`src/logic/cpu_isa_pkg.sv`:
```
package cpu_isa_pkg;

   localparam int NB_REG        = 32;
   localparam int NB_REG_ADDR   = 5;
   localparam int REGFILE_DEPTH = 32;
   localparam int NB_IMEM_ADDR  = 8;
   localparam int NB_DMEM_ADDR  = 8;
   localparam int IMEM_DEPTH    = 1 << NB_IMEM_ADDR;
   localparam int DMEM_DEPTH    = 1 << NB_DMEM_ADDR;
   localparam int NB_INM        = 16;
   localparam int NB_J_INM      = 26;
   localparam int NB_OPCODE     = 6;
   localparam int NB_FUNCT      = 6;

   // Field positions in the instruction word
   localparam int MSB_OPCODE    = 31;
   localparam int MSB_RS        = 25;
   localparam int MSB_RT        = 20;
   localparam int MSB_RD        = 15;

   typedef enum logic [NB_OPCODE-1:0] {
      R_TYPE = 6'b000000,
      J      = 6'b000010,
      BEQ    = 6'b000100,
      BNE    = 6'b000101,
      ADDI   = 6'b001000,
      LW     = 6'b100011,
      SW     = 6'b101011,
      HALT   = 6'b111111
   } opcode_e;

   typedef enum logic [NB_FUNCT-1:0] {
      ADD = 6'b100000,
      SUB = 6'b100010,
      AND = 6'b100100,
      OR  = 6'b100101,
      SLT = 6'b101010
   } funct_e;

   typedef enum logic [2:0] {
      ALU_ADD = 3'd0,
      ALU_SUB = 3'd1,
      ALU_AND = 3'd2,
      ALU_OR  = 3'd3,
      ALU_SLT = 3'd4
   } alu_op_e;

endpackage

```
`src/logic/cpu_pipe_pkg.sv`:
```
package cpu_pipe_pkg;

   import cpu_isa_pkg::*;

   // Decoded control, all zero is a bubble
   typedef struct packed {
      alu_op_e                alu_op;
      logic                   alu_src_imm;
      logic                   mem_read;
      logic                   mem_write;
      logic                   reg_write;
      logic [NB_REG_ADDR-1:0] dest;
      logic                   halt;
   } ctrl_t;

   typedef struct packed {
      logic [NB_REG-1:0] instr;
      logic [NB_REG-1:0] pc_plus4;
   } if_id_t;

   // Source indices ride along for operand forwarding in EX
   typedef struct packed {
      ctrl_t                  ctrl;
      logic [NB_REG_ADDR-1:0] rs;
      logic [NB_REG_ADDR-1:0] rt;
      logic [NB_REG-1:0]      a;
      logic [NB_REG-1:0]      b;
      logic [NB_REG-1:0]      imm;
   } id_ex_t;

   typedef struct packed {
      ctrl_t             ctrl;
      logic [NB_REG-1:0] alu_result;
      logic [NB_REG-1:0] store_data;
   } ex_mem_t;

   typedef struct packed {
      logic                   reg_write;
      logic [NB_REG_ADDR-1:0] dest;
      logic [NB_REG-1:0]      data;
   } wb_write_t;

endpackage

```
`src/logic/hazard_unit.sv`:
```
module hazard_unit
   import cpu_isa_pkg::*;
   import cpu_pipe_pkg::*;
(
   input  id_ex_t  i_id_ex,
   input  ex_mem_t i_ex_mem,
   input  if_id_t  i_if_id,
   output logic    o_stall
);

   opcode_e                opcode;
   logic [NB_REG_ADDR-1:0] rs;
   logic [NB_REG_ADDR-1:0] rt;
   logic                   reads_rs;
   logic                   reads_rt;
   logic                   is_branch;
   logic                   ex_hit;
   logic                   mem_hit;

   assign opcode    = opcode_e'(i_if_id.instr[MSB_OPCODE-:NB_OPCODE]);
   assign rs        = i_if_id.instr[MSB_RS-:NB_REG_ADDR];
   assign rt        = i_if_id.instr[MSB_RT-:NB_REG_ADDR];
   assign reads_rs  = opcode inside {R_TYPE, ADDI, LW, SW, BEQ, BNE};
   assign reads_rt  = opcode inside {R_TYPE, SW, BEQ, BNE};
   assign is_branch = opcode inside {BEQ, BNE};

   assign ex_hit = i_id_ex.ctrl.reg_write && i_id_ex.ctrl.dest != '0 &&
                   ((reads_rs && rs == i_id_ex.ctrl.dest) ||
                    (reads_rt && rt == i_id_ex.ctrl.dest));
   assign mem_hit = i_ex_mem.ctrl.reg_write && i_ex_mem.ctrl.dest != '0 &&
                    ((reads_rs && rs == i_ex_mem.ctrl.dest) ||
                     (reads_rt && rt == i_ex_mem.ctrl.dest));

   // A branch behind a load waits until the load data sits in write-back
   assign o_stall = (ex_hit && (i_id_ex.ctrl.mem_read || is_branch)) ||
                    (mem_hit && is_branch && i_ex_mem.ctrl.mem_read);

   assert final (!o_stall || i_id_ex.ctrl != '0 || i_ex_mem.ctrl != '0)
      else $error("Stall with nothing in flight");

endmodule

```
`config.mk`:
```
export PLATFORM = sky130hd
export DESIGN_NAME = hazard_unit
export DESIGN_NICKNAME = d
export VERILOG_FILES = /design/src/logic/cpu_isa_pkg.sv /design/src/logic/cpu_pipe_pkg.sv /design/src/logic/hazard_unit.sv
export SDC_FILE = /design/constraint.sdc
export NUM_CORES = 1
export LEC_CHECK = 0
export CORE_AREA = 2 2 102 104
export DETAILED_ROUTE_END_ITERATION = 10
export DIE_AREA = 0 0 104 106
export DONT_BUFFER_PORTS = 1
export GPL_TIMING_DRIVEN = 0
export PLACE_DENSITY = 0.3
export SLEW_MARGIN = 5
export SYNTH_ARGS = -nofsm -noshare
export SYNTH_HDL_FRONTEND = slang
export SYNTH_SLANG_ARGS = --single-unit
```
`constraint.sdc`:
```
create_clock -name vclk -period 1.2
set_clock_uncertainty 0.1 [all_clocks]
set_input_delay 0.12 -clock vclk [all_inputs]
set_output_delay 0.12 -clock vclk [all_outputs]
set_load 0.05 [all_outputs]
```
After elaboration in Yosys (flattened, before gate mapping) --
Cells that the tools add are included.
Storage, ports and cells: register bits 0, bits of input ports 260, output and inout port bits 1, word-level logic and storage cells 30
Cells by class: eq/ne operators 9, reduce and logical (&&, ||, !) cells 21
Operators with widths (number):
- equality test 5 bit | 4
- equality test 6 x 3 -> 1 bit (second input constant) | 2
- equality test 6 bit (second input constant) | 2
- logical AND 1 bit | 11
- nonzero test 5 bit | 2
- equality test 6 x 4 -> 1 bit (second input constant) | 1
- zero test 6 bit | 1
- nonzero test 6 bit | 1
- logical OR 1 bit | 4
- nonzero test 4 bit | 1
- nonzero test 2 bit | 1

Depth between registers and ports, before layout --
depth after elaboration 8, gate-level depth with buffers 5, gate-level depth less buffers 5

Least setup slack after synthesis --
No wires, ideal clock.
kind input port to output port, start input i_if_id[60] in the netlist's numbering, end output o_stall, arrival time 1.529 ns, data required time 0.980 ns, setup slack -0.549 ns, cell stages on the path 5, path buffers 0, cell sequence and4b_1 > a22oi_1 > nor4_1 > nor2_1 > o22ai_1
On the way: longest elaborated chain between the ends 8, elaborated cells between the ends (all ways) 22, those cells by class 5 x eq/ne; 17 x reduce/logical
Ends and longest elaborated chain:
- start: declaration | line hazard_unit.sv:7 | input if_id_t i_if_id,
- equality test 6 x 4 -> 1 bit, or another cell as far along | line hazard_unit.sv:23 | assign reads_rs = opcode inside {R_TYPE, ADDI, LW, SW, BEQ, BNE};
- nonzero test 6 bit / nonzero test 4 bit (equally long branches) | line hazard_unit.sv:23, hazard_unit.sv:24
- logical AND 1 bit (on tied branches) | line hazard_unit.sv:31, hazard_unit.sv:32
- logical OR 1 bit | line hazard_unit.sv:31 | ((reads_rs && rs == i_ex_mem.ctrl.dest) ||
- logical AND 1 bit | line hazard_unit.sv:30 | assign mem_hit = i_ex_mem.ctrl.reg_write && i_ex_mem.ctrl.dest != '0 &&
- logical AND 1 bit (2 in a row) | line hazard_unit.sv:36 | (mem_hit && is_branch && i_ex_mem.ctrl.mem_read);
- logical OR 1 bit * | line hazard_unit.sv:35 | assign o_stall = (ex_hit && (i_id_ex.ctrl.mem_read || is_branch)) ||
- end: declaration | line hazard_unit.sv:8 | output logic o_stall
Mark *: on every way between the ends. The rest lies on a longest branch, timed or not.

Worst setup path in the final report --
Ends and elaborated chain as after synthesis.

==> results.toml <==
[layout]
seq_area_um2 = 0
area_growth_syn_to_layout_pct = 71.4
fillCellCount = 1205
finalNetCount = 304
stdcell_area_um2 = 541
multi_input_area_um2 = 370
nFlopsAndLatches = 0
drive_above_1_share = 0.190
nClkBuffers = 0
n_antenna_cell = 0
final_cells = 178

[synth]
synth_area_um2 = 315
synth_cell_types = 17
syn_inst = 42
yosysWarnings = 0
synth_nets = 302
synth_area_per_cell_um2 = 7.51
yosysSeqAreaShare = 0

[critical_path]
critical_path.cell_chain = "and4b_1 -> a22oi_2 -> nor4_2 -> nor2_1 -> o22ai_4"
worstPathMaxFanout = 4
critPathKind = "input port to output port"
cpPeakStageDelay_ns = 0.33
cp.required_ns = 0.98
crit_arrival_ns = 1.16
startpoint_type = "input port"
critPathSlowestCell = "o22ai_4"
worstSetupEndpointType = "output port"

[global_route]
grt_pass1_vias = 366
antenna_found_initial = 0
track_usage = 0.0345
overflow = 0
grt_max_degree = 5
grt_pass1_wl_mm = 2.62

[power]
switching_power_mw = 0.0374
internal-power_mw = 0.0557
clkPwrFrac = 0
p_comb_frac = 1.000
seqPwrFrac = 0
vdd_drop_max_mv = 0.0240
power_mw = 0.0930
powerDensity_nw_per_um2 = 172
p_leak_nw = 0.0916
p_sw_frac = 0.401

[sta]
rsz0062_at_grt = "true"
finalWorstSetupSlack_ns = -0.183
relSlewSlack = 0.715
maxSlewViolCount = 0
tightest_slew_ns = 0.438
final-setup-viol-count = 1
layout_min_cycle_time_ns = 1.38
fin_crit_sh = 1.15
fmax_ghz = 0.723
finalHoldViolCount = 0

[placed_design]
post_dp_cell_area_um2 = 512
portBuffers = 0
gp_congestion = 0.671
dp.cells = 178
hpwl_mm = 1.93

[route]
drt_first_pass_iters = 2
dr_total_vias = 330
postRouteAntennaNets = 0
post-route-drc-count = 0
post_drt_via_cell_ratio = 1.85
avgRoutedWirePerCell_um = 11.2
routed_wl_mm = 2.00
drtIter0Drc = 6

[floorplan]
core_area_um2 = 10000
num_io_pins = 261
initial_core_util = 0.0315
die-height_um = 106
die_w_um = 104
floorplan.rows = 37
die-area_um2 = 11000

[worst_hold_path]
hold_path_class = "input port to output port"

[status]
violations = "setup timing"
status = "finished with violations"

[run]
max_cap_viol_count = 0
[critical path, delay by kind of cell]
kind             cells  cell delay [ns]
AND/OR/NAND/NOR      3             0.62
AO/OA/AOI/OAI        2             0.42
[area by class of cell]
cell class                      count  area share
Tap cell                          136       0.315
Multi-Input combinational cell     42       0.685
[per-layer routing]
metal | up-vias | GRT usage | part of all wire
met5 | - | 0 | 0
met1 | 155 | 0.0291 | 0.30
met2 | 15 | 0.0573 | 0.46
met3 | 0 | 0.0399 | 0.24
met4 | 0 | 0 | 0
li1 | 160 | - | -
[synth_stat cells]
cell type	number	area (um^2)
a22oi_1	1	7.51
a31oi_1	2	12.5
and3b_1	1	8.76
and4b_1	1	10.0
nand2_1	1	3.75
nand2b_1	1	6.26
nand3_1	1	5.00
nand4_1	2	12.5
nor2_1	2	7.51
nor3_1	3	15.0
nor4_1	2	12.5
o2111ai_1	1	8.76
o221ai_1	1	8.76
o22ai_1	1	6.26
or4_1	2	15.0
xnor2_1	13	114
xor2_1	7	61.3
[kinds of logic (layout without fill, tap and decap cells)]
| group | count (synthesis) | count (layout) | share of synthesized area |
|---|---|---|---|
| xor gates and xnor gates | 20 | 20 | 0.556 |
| and+or+nand+nor | 16 | 16 | 0.306 |
| AOI/OAI and AO/OA | 6 | 6 | 0.139 |
[timing repair]
action | in CTS | in global routing
setup buffers | 0 | 0
pin swaps | 1 | 1
cloned | 0 | 0
hold buffers | 0 | 0
gates resized for setup | 3 | 2
setup endpoints to repair | 1 | 1
[power groups by stage]
stage / registers (mW) / clock network, mW / logic, mW
floorplan: 0 / 0 / 0.0762
global placement: 0 / 0 / 0.0902
detailed placement: 0 / 0 / 0.0892
CTS: 0 / 0 / 0.0932
global route: 0 / 0 / 0.105
finish: 0 / 0 / 0.0930
[through the flow]
step	worst slack, ns	utilization	setup TNS [ns]	hold slack [ns]
detailed placement	-0.290	0.0512	-0.290	0.363
global placement	-0.267	0.0512	-0.267	0.360
floorplan	-0.0936	-	-0.0936	0.341
global route	-0.272	0.0541	-0.272	0.370
finish	-0.183	0.0541	-0.183	0.355
CTS	-0.278	0.0528	-0.278	0.360
[path summary, 6_finish.rpt]
kind / slack, ns / cells past startpoint / from / endpoint
max: -0.18 / 5 / i_if_id[60] / o_stall
min: 0.36 / 2 / i_id_ex[112] / o_stall
[cells in the final DEF (no fill, tap or decap)]
cell	instances
and3b_1	1
nor4_2	2
nand3_1	1
xnor2_1	13
a31oi_2	1
o2111ai_2	1
o22ai_4	1
nand2b_1	1
nor3_1	2
xor2_1	7
nand4_1	2
o221ai_2	1
and4b_1	1
a22oi_2	1
or4_1	2
nor2_1	2
nand2_1	1
nor3_2	1
a31oi_1	1
Note: power is estimated with default switching activity, not from simulation.
