$ cat config.mk
export PLATFORM = sky130hd
export DESIGN_NAME = execution
export DESIGN_NICKNAME = d
export VERILOG_FILES = /design/src/logic/cpu_isa_pkg.sv /design/src/logic/cpu_pipe_pkg.sv /design/src/logic/execution.sv
export SDC_FILE = /design/constraint.sdc
export NUM_CORES = 1
export LEC_CHECK = 0
export ABC_AREA = 1
export BUFFER_PORTS_ARGS = -buffer_cell sky130_fd_sc_hd__buf_2
export CORE_MARGIN = 1.5
export CORE_UTILIZATION = 59
export DETAILED_ROUTE_END_ITERATION = 10
export PLACE_DENSITY = 0.88
export SETUP_SLACK_MARGIN = 0.3
export SLEW_MARGIN = 20
export SYNTH_ARGS = -nofsm -noshare
export SYNTH_HDL_FRONTEND = slang
export SYNTH_SLANG_ARGS = --single-unit
$ cat constraint.sdc
create_clock -name i_clock -period 7.41 [get_ports i_clock]
set_clock_uncertainty 0.1 [all_clocks]
set_input_delay 2.223 -clock i_clock [delete_from_list [all_inputs] [get_ports i_clock]]
set_output_delay 2.223 -clock i_clock [all_outputs]
set_load 0.005 [all_outputs]
$ cat src/logic/cpu_isa_pkg.sv
package cpu_isa_pkg;

   localparam int NB_REG        = 32;
   localparam int NB_REG_ADDR   = 5;
   localparam int REGFILE_DEPTH = 32;
   localparam int NB_IMEM_ADDR  = 8;
   localparam int NB_DMEM_ADDR  = 8;
   localparam int IMEM_DEPTH    = 1 << NB_IMEM_ADDR;
   localparam int DMEM_DEPTH    = 1 << NB_DMEM_ADDR;
   localparam int NB_INM        = 16;
   localparam int NB_J_INM      = 26;
   localparam int NB_OPCODE     = 6;
   localparam int NB_FUNCT      = 6;

   // Field positions in the instruction word
   localparam int MSB_OPCODE    = 31;
   localparam int MSB_RS        = 25;
   localparam int MSB_RT        = 20;
   localparam int MSB_RD        = 15;

   typedef enum logic [NB_OPCODE-1:0] {
      R_TYPE = 6'b000000,
      J      = 6'b000010,
      BEQ    = 6'b000100,
      BNE    = 6'b000101,
      ADDI   = 6'b001000,
      LW     = 6'b100011,
      SW     = 6'b101011,
      HALT   = 6'b111111
   } opcode_e;

   typedef enum logic [NB_FUNCT-1:0] {
      ADD = 6'b100000,
      SUB = 6'b100010,
      AND = 6'b100100,
      OR  = 6'b100101,
      SLT = 6'b101010
   } funct_e;

   typedef enum logic [2:0] {
      ALU_ADD = 3'd0,
      ALU_SUB = 3'd1,
      ALU_AND = 3'd2,
      ALU_OR  = 3'd3,
      ALU_SLT = 3'd4
   } alu_op_e;

endpackage

$ cat src/logic/cpu_pipe_pkg.sv
package cpu_pipe_pkg;

   import cpu_isa_pkg::*;

   // Decoded control, all zero is a bubble
   typedef struct packed {
      alu_op_e                alu_op;
      logic                   alu_src_imm;
      logic                   mem_read;
      logic                   mem_write;
      logic                   reg_write;
      logic [NB_REG_ADDR-1:0] dest;
      logic                   halt;
   } ctrl_t;

   typedef struct packed {
      logic [NB_REG-1:0] instr;
      logic [NB_REG-1:0] pc_plus4;
   } if_id_t;

   // Source indices ride along for operand forwarding in EX
   typedef struct packed {
      ctrl_t                  ctrl;
      logic [NB_REG_ADDR-1:0] rs;
      logic [NB_REG_ADDR-1:0] rt;
      logic [NB_REG-1:0]      a;
      logic [NB_REG-1:0]      b;
      logic [NB_REG-1:0]      imm;
   } id_ex_t;

   typedef struct packed {
      ctrl_t             ctrl;
      logic [NB_REG-1:0] alu_result;
      logic [NB_REG-1:0] store_data;
   } ex_mem_t;

   typedef struct packed {
      logic                   reg_write;
      logic [NB_REG_ADDR-1:0] dest;
      logic [NB_REG-1:0]      data;
   } wb_write_t;

endpackage

$ cat src/logic/execution.sv
module execution
   import cpu_isa_pkg::*;
   import cpu_pipe_pkg::*;
(
   input  logic              i_clock,
   input  logic              i_reset,
   input  id_ex_t            i_id_ex,
   input  logic              i_fwd_sel_a,
   input  logic              i_fwd_sel_b,
   input  logic [NB_REG-1:0] i_fwd_data_a,
   input  logic [NB_REG-1:0] i_fwd_data_b,
   output ex_mem_t           o_ex_mem
);

   logic [NB_REG-1:0] op_a;
   logic [NB_REG-1:0] reg_b;
   logic [NB_REG-1:0] op_b;
   logic [NB_REG-1:0] result;

   assign op_a  = i_fwd_sel_a ? i_fwd_data_a : i_id_ex.a;
   assign reg_b = i_fwd_sel_b ? i_fwd_data_b : i_id_ex.b;
   assign op_b  = i_id_ex.ctrl.alu_src_imm ? i_id_ex.imm : reg_b;

   always_comb begin
      case (i_id_ex.ctrl.alu_op)
         ALU_ADD: result = op_a + op_b;
         ALU_SUB: result = op_a - op_b;
         ALU_AND: result = op_a & op_b;
         ALU_OR:  result = op_a | op_b;
         ALU_SLT: result = {{(NB_REG-1){1'b0}}, $signed(op_a) < $signed(op_b)};
         default: result = op_a + op_b;
      endcase
   end

   always_ff @(posedge i_clock) begin
      if (i_reset) begin
         o_ex_mem.ctrl <= '0;
      end else begin
         o_ex_mem.ctrl       <= i_id_ex.ctrl;
         o_ex_mem.alu_result <= result;
         // Store data takes the forwarded B, not the immediate
         o_ex_mem.store_data <= reg_b;
      end
   end

endmodule

[Word level (Yosys, flattened, before mapping)]
Index checks and enable logic that the tools add are counted.
Word-level totals
  register bits after elaboration: 77
  bits in latches: 0
  memory bits (writable): 0
  bits in read-only memories: 0
  input port bits: 187
  output and inout bits: 77
  word-level logic and storage cells: 22
  memories: 0
Operators by class
  add/subtract/negate cells: 2
  multipliers: 0
  divide/modulo/power cells: 0
  magnitude comparators: 1
  equal/unequal tests: 4
  shift operators: 0
  mux-type cells: 4
  bitwise logic cells: 2
  reduce and logical (&&, ||, !) cells: 0
Operator list (count)
  case mux 32 bit (4 select lines): 1
  two-way mux 32 bit: 3
  adder 32 bit: 1
  AND 32 bit: 1
  less-than comparator 32 bit: 1
  OR 32 bit: 1
  subtractor 32 bit: 1
  equality test 3 x 2 -> 1 bit, second input constant: 2
  equality test 3 x 1 -> 1 bit, second input constant: 1
  equality test 3 bit, second input constant: 1

[Depth between registers and ports, before layout]
  word-level depth: 4
  depth in mapped cells: 19
  gate-level depth less buffers: 18

[Worst setup path after synthesis]
Ideal clock, no wire load.
  path type: input port to flip-flop
  start: input port i_fwd_sel_b
  end: register o_ex_mem[60] in the netlist's numbering, data pin
  setup time: 0.260 ns
  data arrival time: 4.663 ns
  required time: 7.050 ns
  path slack: 2.387 ns
  cell stages on the path: 19
  buffers on the path: 2
  cell sequence: clkbuf_1 -> buf_2 -> mux2_2 -> o21ai_0 -> inv_1 -> ha_1 -> fa_1 -> inv_1 -> nand2_1 -> nand2_1 -> nand3_1 -> nand2_1 -> nand2_1 -> nand2_1 -> nand2_1 -> nand2_1 -> nand2_1 -> nand3_1 -> nand3_1
On the way
  cells in the longest elaborated chain, start to end: 4
RTL lines
  start: declaration: RTL line execution.sv:9  | input logic i_fwd_sel_b,
  two-way mux 32 bit *: RTL line execution.sv:21  | assign reg_b = i_fwd_sel_b ? i_fwd_data_b : i_id_ex.b;
  via reg_b[0]: RTL line execution.sv:16  | logic [NB_REG-1:0] reg_b;
  two-way mux 32 bit *: RTL line execution.sv:22  | assign op_b = i_id_ex.ctrl.alu_src_imm ? i_id_ex.imm : reg_b;
  adder 32 bit or subtractor 32 bit (tied branches): RTL line execution.sv:26, execution.sv:31, execution.sv:27
  case mux 32 bit (4 select lines) *: RTL line execution.sv:25  | case (i_id_ex.ctrl.alu_op)
  via result[28]: RTL line execution.sv:18  | logic [NB_REG-1:0] result;
  end: declaration: RTL line execution.sv:12  | output ex_mem_t o_ex_mem
Mark *: on every way through the listed nets, which the timed path passes. The rest lies on a longest branch.
A chain may end at the register's enable or synchronous reset.

[Worst setup path after layout]
  start: input port i_fwd_sel_b
  end: register o_ex_mem[32] in the netlist's numbering, data pin
On the way
  cells in the longest elaborated chain, start to end: 4
RTL lines (RTL line)
  two-way mux 32 bit *: execution.sv:21
  via reg_b[0]: execution.sv:16
  two-way mux 32 bit *: execution.sv:22
  adder 32 bit, or another cell as far along: execution.sv:26, execution.sv:31
  case mux 32 bit (4 select lines) *: execution.sv:25
  via result[0]: execution.sv:18
Marked as above.

==> impl_metrics.toml <==
[min_path]
hp-class = "in -> reg"

[timing]
finalHoldViolCount = 0
max-slew-margin-rel = 0.231
worst_pin_slew_ps = 1140
worst_slack_ps = 1550
holdWs_ps = 1980
rsz0062_at_grt = "false"
fmax_mhz = 171
setup_viol = 0
fin_tns_setup_ps = 0
min_period_ps = 5860
drv_slew = 0
period_share = 0.791

[placed_design]
post_dp_cell_area_sq_um = 11000
io_buffers = 253
gp_congestion = 1.02
dp_worst_setup_slack_ps = 1370
dp_hpwl_mm = 26.9

[yosys]
synth_nets = 1852
synth_edf_count = 64
synthesis.area_sq_um = 9690
synthCells = 1567
synth_top_area_frac = 0.198
synthFlopType = "edfxtp_1"
synth_common_cells = "427 x nand2_1, 323 x inv_1, 149 x nor2_1, 112 x nand3_1, 96 x ha_1"
ys_top_cells_by_area = "edfxtp_1 20%, nand2_1 17%, inv_1 13%"
postSynthAreaPerCell_sq_um = 6.19
seq_area_frac_synth = 0.225
ys_types = 39
synthArstFlopShare = 0
ys_seq_elements = 77
yosys_warnings = 0
synth.most_common_cell = "nand2_1"
synth.largest_area_cell = "edfxtp_1"

[routing]
drcViolationCount = 0
wl_per_cell_um = 16.6
ant_nets = 0
drtIter0Drc = 1023
vias = 10900
viasPerCell = 5.43
drt-total-wl_mm = 33.2
drt-pass1-iter-count = 6

[floorplanning]
die_h_um = 131
dieWidth_um = 131
core-area_sq_um = 15900
io_pins = 264
start_util = 0.608
rows = 46
die_area_sq_um = 17200

[power]
p_per_area_nw_per_um2 = 167
ir_worst_vdd_mv = 0.120
p_leak_uw = 0.00648
p_total_uw = 1880

[global_route]
grt-ovfl-total = 0
grt_pass1_wl_mm = 51.4
first_global_vias = 10200
antenna_found_initial = 0
track_usage = 0.382
grt_max_degree = 65

[job]
cap_violations = 0

[clocking]
ctsLongestPathBuffers = 2
cts_made_buffers = 9
cts_root_buffer = "clkbuf_16"
clk_pin_slew_worst_paths_ps = 60
cts.sinks = 77
htreeDepth = 3
ctsResizeCount = 0
post_cts_buffers = 0
cts_tree = "built"
hold_buffers = 0

[outcome]
status = "finished, final reports clean"

[setup_path]
worst_ep_required_time_ps = 7400
critPathBufInv = 3
worstPathArrival_ps = 5850
cp_top_family = "simple AND/OR/NAND/NOR gates"
path_cells = "buf_2, mux2_2, o21ai_0, inv_1, ha_1, fa_1, inv_1, nand2_1, nand2_1, nand3_1, nand2_1, nand2_1, nand2_2, nand2_1, nand2_1, nand2_1, nand3_1, a21oi_1"
worst_path_largest_cell_delay_ps = 820
endpoint_kind = "flip-flop"
critPathMostFrequentCell = "nand2_1"
cp-start-kind = "primary input"
crit_slowest_cell = "o21ai_0"
worstSetupPathType = "in -> reg"
cp_max_fo = 4

[finish]
largest_reg_flops = 77
stdcell_area_sq_um = 11300
insertedDiodeCount = 0
drive_above_1_share = 0.201
reg.largest.list = "o_ex_mem x77"
top_register = "o_ex_mem"
areaGrowthSynthToFinish_pct = 16.4
final_nets = 2070
-- placed cells by master (no fill, tap or decap), types with 5 or more instances in the layout --
cell	count
nand4_1	13
clkbuf_16	10
ha_1	96
a21oi_1	81
o21bai_1	8
nand2_1	427
or2_2	33
nand3_2	5
dfxtp_1	13
nor2_1	149
mux2_2	32
nor3_1	12
inv_1	322
edfxtp_1	64
buf_4	10
nand3_1	112
o21ai_1	10
o21ai_0	94
buf_2	253
-- per-layer routing --
layer | wire length [um] | vias to the layer above | global-route usage | share of wire
met3 | 3980 | 78 | 0.0887 | 0.12
met2 | 14600 | 601 | 0.622 | 0.44
met1 | 13500 | 4907 | 0.498 | 0.41
li1 | - | 5314 | - | -
met5 | 0 | - | 0 | 0
met4 | 1080 | 0 | 0.132 | 0.033
-- layout make-up --
cell class / instances / area, sq um
clock inverter: 5 / 31.3
timing repair buffer: 263 / 1340
inverter: 324 / 1220
fill: 1413 / 4660
multi-input combinational: 1110 / 5990
clock buffer: 11 / 254
tap: 216 / 270
sequential: 77 / 2180
-- through the flow --
step                      instances  utilization
after floorplan                1567            -
after global placement         1990        0.690
after detailed placement       1990        0.690
after CTS                      2006        0.708
after global routing           2006        0.708
final                          2006        0.708
-- cells by family (layout without fill, tap and decap cells) --
kind of cell	Yosys count	count (layout)	synth area share
mux	32	32	0.0372
fa+ha+maj	98	98	0.128
xor+xnor	6	6	0.00542
buf+inv	380	603	0.157
simple gates	763	763	0.331
flops	77	77	0.225
compound gates	211	211	0.116
-- path summary, 6_finish.rpt --
check | from | to | slack (ps) | cells after the start
max | i_fwd_sel_b | o_ex_mem[32] | 1550 | 18
min | i_id_ex[113] | o_ex_mem[71] | 1980 | 3
-- power by group --
group,internal (uW),switching (uW),total (uW)
logic,301,593,894
registers,535,11.0,546
clock network,248,193,441
Power figures use the tool's default switching activity.
