==> src/logic/cpu_isa_pkg.sv <==
package cpu_isa_pkg;

   localparam int NB_REG        = 32;
   localparam int NB_REG_ADDR   = 5;
   localparam int REGFILE_DEPTH = 32;
   localparam int NB_IMEM_ADDR  = 8;
   localparam int NB_DMEM_ADDR  = 8;
   localparam int IMEM_DEPTH    = 1 << NB_IMEM_ADDR;
   localparam int DMEM_DEPTH    = 1 << NB_DMEM_ADDR;
   localparam int NB_INM        = 16;
   localparam int NB_J_INM      = 26;
   localparam int NB_OPCODE     = 6;
   localparam int NB_FUNCT      = 6;

   // Field positions in the instruction word
   localparam int MSB_OPCODE    = 31;
   localparam int MSB_RS        = 25;
   localparam int MSB_RT        = 20;
   localparam int MSB_RD        = 15;

   typedef enum logic [NB_OPCODE-1:0] {
      R_TYPE = 6'b000000,
      J      = 6'b000010,
      BEQ    = 6'b000100,
      BNE    = 6'b000101,
      ADDI   = 6'b001000,
      LW     = 6'b100011,
      SW     = 6'b101011,
      HALT   = 6'b111111
   } opcode_e;

   typedef enum logic [NB_FUNCT-1:0] {
      ADD = 6'b100000,
      SUB = 6'b100010,
      AND = 6'b100100,
      OR  = 6'b100101,
      SLT = 6'b101010
   } funct_e;

   typedef enum logic [2:0] {
      ALU_ADD = 3'd0,
      ALU_SUB = 3'd1,
      ALU_AND = 3'd2,
      ALU_OR  = 3'd3,
      ALU_SLT = 3'd4
   } alu_op_e;

endpackage

==> src/logic/cpu_pipe_pkg.sv <==
package cpu_pipe_pkg;

   import cpu_isa_pkg::*;

   // Decoded control, all zero is a bubble
   typedef struct packed {
      alu_op_e                alu_op;
      logic                   alu_src_imm;
      logic                   mem_read;
      logic                   mem_write;
      logic                   reg_write;
      logic [NB_REG_ADDR-1:0] dest;
      logic                   halt;
   } ctrl_t;

   typedef struct packed {
      logic [NB_REG-1:0] instr;
      logic [NB_REG-1:0] pc_plus4;
   } if_id_t;

   // Source indices ride along for operand forwarding in EX
   typedef struct packed {
      ctrl_t                  ctrl;
      logic [NB_REG_ADDR-1:0] rs;
      logic [NB_REG_ADDR-1:0] rt;
      logic [NB_REG-1:0]      a;
      logic [NB_REG-1:0]      b;
      logic [NB_REG-1:0]      imm;
   } id_ex_t;

   typedef struct packed {
      ctrl_t             ctrl;
      logic [NB_REG-1:0] alu_result;
      logic [NB_REG-1:0] store_data;
   } ex_mem_t;

   typedef struct packed {
      logic                   reg_write;
      logic [NB_REG_ADDR-1:0] dest;
      logic [NB_REG-1:0]      data;
   } wb_write_t;

endpackage

==> src/logic/shortcircuit_unit.sv <==
module shortcircuit_unit
   import cpu_isa_pkg::*;
   import cpu_pipe_pkg::*;
(
   input  ex_mem_t           i_ex_mem,
   input  wb_write_t         i_wb,
   input  id_ex_t            i_id_ex,
   input  if_id_t            i_if_id,
   output logic              o_dec_sel_a,
   output logic              o_dec_sel_b,
   output logic [NB_REG-1:0] o_dec_data_a,
   output logic [NB_REG-1:0] o_dec_data_b,
   output logic              o_ex_sel_a,
   output logic              o_ex_sel_b,
   output logic [NB_REG-1:0] o_ex_data_a,
   output logic [NB_REG-1:0] o_ex_data_b
);

   // Select bit on top, forwarded value below; EX/MEM is newer than write-back
   function automatic logic [NB_REG:0] pick(input logic [NB_REG_ADDR-1:0] src);
      logic mem_hit;
      logic wb_hit;
      mem_hit = i_ex_mem.ctrl.reg_write && i_ex_mem.ctrl.dest == src && src != '0;
      wb_hit  = i_wb.reg_write && i_wb.dest == src && src != '0;
      if (mem_hit) begin
         return {1'b1, i_ex_mem.alu_result};
      end
      return {wb_hit, i_wb.data};
   endfunction

   always_comb begin
      {o_dec_sel_a, o_dec_data_a} = pick(i_if_id.instr[MSB_RS-:NB_REG_ADDR]);
      {o_dec_sel_b, o_dec_data_b} = pick(i_if_id.instr[MSB_RT-:NB_REG_ADDR]);
      {o_ex_sel_a, o_ex_data_a}   = pick(i_id_ex.rs);
      {o_ex_sel_b, o_ex_data_b}   = pick(i_id_ex.rt);
   end

endmodule

==> config.mk <==
export PLATFORM = sky130hd
export DESIGN_NAME = shortcircuit_unit
export DESIGN_NICKNAME = d
export VERILOG_FILES = /design/src/logic/cpu_isa_pkg.sv /design/src/logic/cpu_pipe_pkg.sv /design/src/logic/shortcircuit_unit.sv
export SDC_FILE = /design/constraint.sdc
export NUM_CORES = 1
export LEC_CHECK = 0
export ABC_AREA = 1
export BUFFER_PORTS_ARGS = -buffer_cell sky130_fd_sc_hd__buf_2
export CAP_MARGIN = 0
export CORE_AREA = 2 2 165 167
export DETAILED_ROUTE_END_ITERATION = 12
export DIE_AREA = 0 0 167 169
export PLACE_DENSITY = 0.34
export SETUP_SLACK_MARGIN = 0.1
export SKIP_LAST_GASP = 1
export SYNTH_ARGS = -nofsm -noshare
export SYNTH_HDL_FRONTEND = slang
export SYNTH_SLANG_ARGS = --single-unit
==> constraint.sdc <==
create_clock -name vclk -period 1.23
set_clock_uncertainty 0.2 [all_clocks]
set_input_delay 0 -clock vclk [all_inputs]
set_output_delay 0 -clock vclk [all_outputs]
set_load 0.02 [all_outputs]
# After elaboration in Yosys (flattened, before gate mapping)
# Cells that the tools add are included.
# W data, S select, Z words.
word_totals:
  output_inout_bits: 132
  regBits: 0
op_classes:
  muxes: 12
  reduce_logical: 20
  n_eq_ne: 8
ops:
  columns: ["op", "count"]
  rows:
  - ["$mux W33", 8]
  - ["$eq A5 B5 Y1", 8]
  - ["$reduce_bool A5 Y1", 4]
  - ["$logic_and A1 B1 Y1", 16]
  - ["$mux W1", 4]

# Longest topological paths before layout
depth:
  word_depth: 5
  mapped_depth: 10

# Worst setup path after synthesis
# OpenSTA, ideal clock, no wires.
synth_timing:
  path_type: "input to output"
  from: "input i_id_ex[97] in the netlist's numbering"
  to: "output o_ex_data_b[23]"
  stages: 8
  arrival_ns: 0.847
  required_ns: 1.030
  n_path_buf: 1
  path_slack_ns: 0.183
  path_cell_list: "inv_1 -> nand2_1 -> nor2_1 -> nor2_4 -> nand2_4 -> buf_6 -> nand2_1 -> nand2_1"
synth_between:
  elab_chain_len: 5
  elab_cells_between_ends: 6
synth_rtl:
  columns: ["item", "line", "text"]
  rows:
  - ["from (decl)", "shortcircuit_unit.sv:7", "input id_ex_t i_id_ex,"]
  - ["$eq A5 B5 Y1", "shortcircuit_unit.sv:23", "mem_hit = i_ex_mem.ctrl.reg_write && i_ex_mem.ctrl.dest == src && src != '0;"]
  - ["$logic_and A1 B1 Y1", "shortcircuit_unit.sv:23", null]
  - ["$logic_and A1 B1 Y1 (*)", "shortcircuit_unit.sv:23", null]
  - ["$mux W1 (*)", "shortcircuit_unit.sv:25", "if (mem_hit) begin"]
  - ["$mux W33 (*)", "shortcircuit_unit.sv:28", "return {wb_hit, i_wb.data};"]
  - ["to (decl)", "shortcircuit_unit.sv:16", "output logic [NB_REG-1:0] o_ex_data_b"]
# Every way passes the cells marked *; elsewhere a longest branch is shown, timed or not.

# Worst setup path in the final report
layout_timing:
  from: "input i_if_id[57] in the netlist's numbering"
  to: "output o_dec_data_a[21]"
layout_between:
  elab_chain_len: 5
  elab_cells_between_ends: 6
layout_rtl:
  columns: ["item", "line", "text"]
  rows:
  - ["from (decl)", "shortcircuit_unit.sv:8", "input if_id_t i_if_id,"]
  - ["$eq A5 B5 Y1", "shortcircuit_unit.sv:23", null]
  - ["$logic_and A1 B1 Y1", "shortcircuit_unit.sv:23", null]
  - ["$logic_and A1 B1 Y1 (*)", "shortcircuit_unit.sv:23", null]
  - ["$mux W1 (*)", "shortcircuit_unit.sv:25", null]
  - ["$mux W33 (*)", "shortcircuit_unit.sv:28", null]
  - ["to (decl)", "shortcircuit_unit.sv:11", "output logic [NB_REG-1:0] o_dec_data_a,"]
# Marks and branches as above.

==> impl_metrics.json <==
{
  "outcome": "complete, but fails checks",
  "failed_checks": "negative setup slack",
  "grt_pass1_wl_um": 31200,
  "crit_path_cell_trace": "buf_2, buf_4, nand2_1, nand2_1, nand2_1, nor2_4, buf_12, nand2_8, buf_12, nand2_1, nand2_1, buf_4",
  "grt_pass1_vias": 4844,
  "drt-wirelength-per-cell_um": 19.5,
  "power.internal_mw": 1.38,
  "fin_crit_sh_pct": 116,
  "cpMostUsedCell": "nand2_1",
  "cp_num_buf_inv": 5,
  "grt_max_degree": 23,
  "multi_input_area_mm2": 0.00371,
  "total_leakage_power_nw": 3.63,
  "die_w_um": 167,
  "fill_cells": 2921,
  "worstSetupPathType": "input pin to output pin",
  "period_needed_ns": 1.43,
  "start_kind": "input pin",
  "die_area_mm2": 0.0282,
  "avgSynthCellArea_um2": 4.66,
  "remaining_drc_errors": 0,
  "p_sw_mw": 1.67,
  "core_area_mm2": 0.0265,
  "relSlewSlack_pct": 83.9,
  "seq_cells": 0,
  "hold_viol": 0,
  "cpPeakStageDelay_ns": 0.16,
  "io_buffers": 228,
  "cp_top_family": "buffers and inverters",
  "total_power_mw": 3.05,
  "regArea_um2": 0,
  "endpoint_kind": "output pin",
  "antenna_left": 0,
  "ir_drop_mv": 0.175,
  "rsz0062_at_grt": "yes",
  "place_inst": 1174,
  "first_pass_iters": 5,
  "tightest_slew_ns": 0.241,
  "area_growth_pct": 184,
  "layout-drive-gt1-share_pct": 73.0,
  "cts_hold_buf": 0,
  "vias_per_cell": 4.23,
  "ys_warn_count": 0,
  "p_comb_share_pct": 100.0,
  "grt_use_total_pct": 14.4,
  "hold_start": "i_ex_mem[63]",
  "syn-num-nets": 896,
  "cp_data_required_time_ns": 1.03,
  "min_path_cells": 4,
  "tns_ns": -17.20,
  "setup_viol": 131,
  "fin_ws_ns": -0.198,
  "fmax_mhz": 700,
  "die_h_um": 169,
  "power_frac_clock_pct": 0,
  "p_per_area_mw_per_mm2": 385,
  "cp_data_arrival_time_ns": 1.23,
  "cp_max_fo": 18,
  "clock_buffers": 0,
  "grt_overflow": 0,
  "crit_slowest_cell": "buf_12",
  "routed-via-count": 5157,
  "num-nets-final": 1178,
  "switching_share_pct": 54.7,
  "start_util_pct": 10.5,
  "syn_inst": 598,
  "slew_violations": 0,
  "drtIter0Drc": 254,
  "ios": 430,
  "hpwl_um": 15800,
  "min_path_type": "input pin to output pin",
  "holdPathEnd": "o_ex_data_a[31]",
  "antenna_found_initial": 0,
  "row_count": 60,
  "gp_congestion": 0.873,
  "synth_cell_types": 20,
  "seq_power_share_pct": 0,
  "antenna_cells": 0,
  "synth_area_mm2": 0.00279,
  "wirelength_um": 23800,
  "seq_area_frac_synth_pct": 0,
  "max_cap_viol_count": 0,
  "fin_cells": 1219
}
## cells in the mapped netlist
cell type,count,share of area (%)
buf_4,18,4.8
xnor2_1,6,1.9
o21ai_0,2,0.36
buf_6,15,6.1
a21oi_2,1,0.31
nand4_1,3,0.67
nand2_1,337,45
inv_2,11,1.5
nand3_1,137,25
a21oi_1,3,0.54
nor3_1,4,0.72
inv_1,22,3.0
nor2_1,12,1.6
buf_2,3,0.54
nand3_2,3,1.1
nor2_4,8,3.2
xor2_1,2,0.63
nand2_4,4,1.6
nand2_2,6,1.3
clkbuf_1,1,0.13
## worst max-delay path by stage
stage                      start          endpoint  slack (ns)  depth (start not counted)
floorplan            i_id_ex[97]   o_ex_data_b[23]        0.18                          8
CTS                  i_if_id[54]   o_dec_data_a[6]       -0.18                         11
detailed placement   i_if_id[52]   o_dec_data_b[2]       -0.31                         10
global route        i_ex_mem[66]  o_dec_data_b[15]       -0.24                         11
finish               i_if_id[57]  o_dec_data_a[21]       -0.20                         12
global placement     i_if_id[52]   o_dec_data_b[2]       -0.33                         10
## routing by layer
metal  global-route usage, %  part of all wire, %
met1                    20.5                   45
met2                    22.3                   46
met4                   0.150                 0.48
met3                    4.56                  8.7
met5                       0                    0
## layout by cell type (no fill, tap or decap), drive strengths merged
cell type	netlist	routed
inv	33	32
clkinv	0	1
clkbuf	1	12
nand2	347	347
nor2	20	20
o21ai	2	2
a21oi	4	4
xor2	2	2
xnor2	6	6
nand4	3	3
nand3	140	140
nor3	4	4
buf	36	305
## through the flow
stage / cell area (µm²) / hold WS, ns / setup WS [ns] / util [%]
2_1_floorplan: 2790 / -0.0320 / 0.183 / -
3_3_place_gp: 4630 / 0.163 / -0.329 / 17.5
3_5_place_dp: 4630 / 0.161 / -0.312 / 17.5
4_1_cts: 5920 / 0.144 / -0.184 / 22.3
5_1_grt: 7920 / 0.180 / -0.244 / 29.9
6_report: 7920 / 0.165 / -0.198 / 29.9
## power groups by stage
| stage | Sequential (mW) | Clock, mW | Combinational [mW] |
|---|---|---|---|
| floorplan | 0 | 0 | 0.979 |
| global placement | 0 | 0 | 1.91 |
| detailed placement | 0 | 0 | 1.90 |
| CTS | 0 | 0 | 2.37 |
| global route | 0 | 0 | 3.24 |
| finish | 0 | 0 | 3.05 |
## final cells by class
| type | instances | area share [%] |
|---|---|---|
| Multi-Input combinational cell | 528 | 46.8 |
| Inverter | 33 | 2.58 |
| Timing Repair Buffer | 317 | 45.2 |
| Tap cell | 341 | 5.39 |
## kinds of logic (layout without fill, tap and decap cells)
| logic type | Yosys count | in the layout | share of synthesized area [%] |
|---|---|---|---|
| AO/OA/AOI/OAI | 6 | 6 | 1.21 |
| XOR/XNOR | 8 | 8 | 2.51 |
| buffers and inverters | 70 | 350 | 16.0 |
| AND/OR/NAND/NOR | 514 | 514 | 80.3 |
## timing repair
| item | in CTS | in global routing |
|---|---|---|
| buffers inserted | 16 | 3 |
| pin swaps | 23 | 96 |
| gates cloned | 12 | 14 |
| resized for setup | 277 | 477 |
| setup endpoints to repair | 132 | 132 |
No activity file was read; power rests on OpenSTA's default activity.
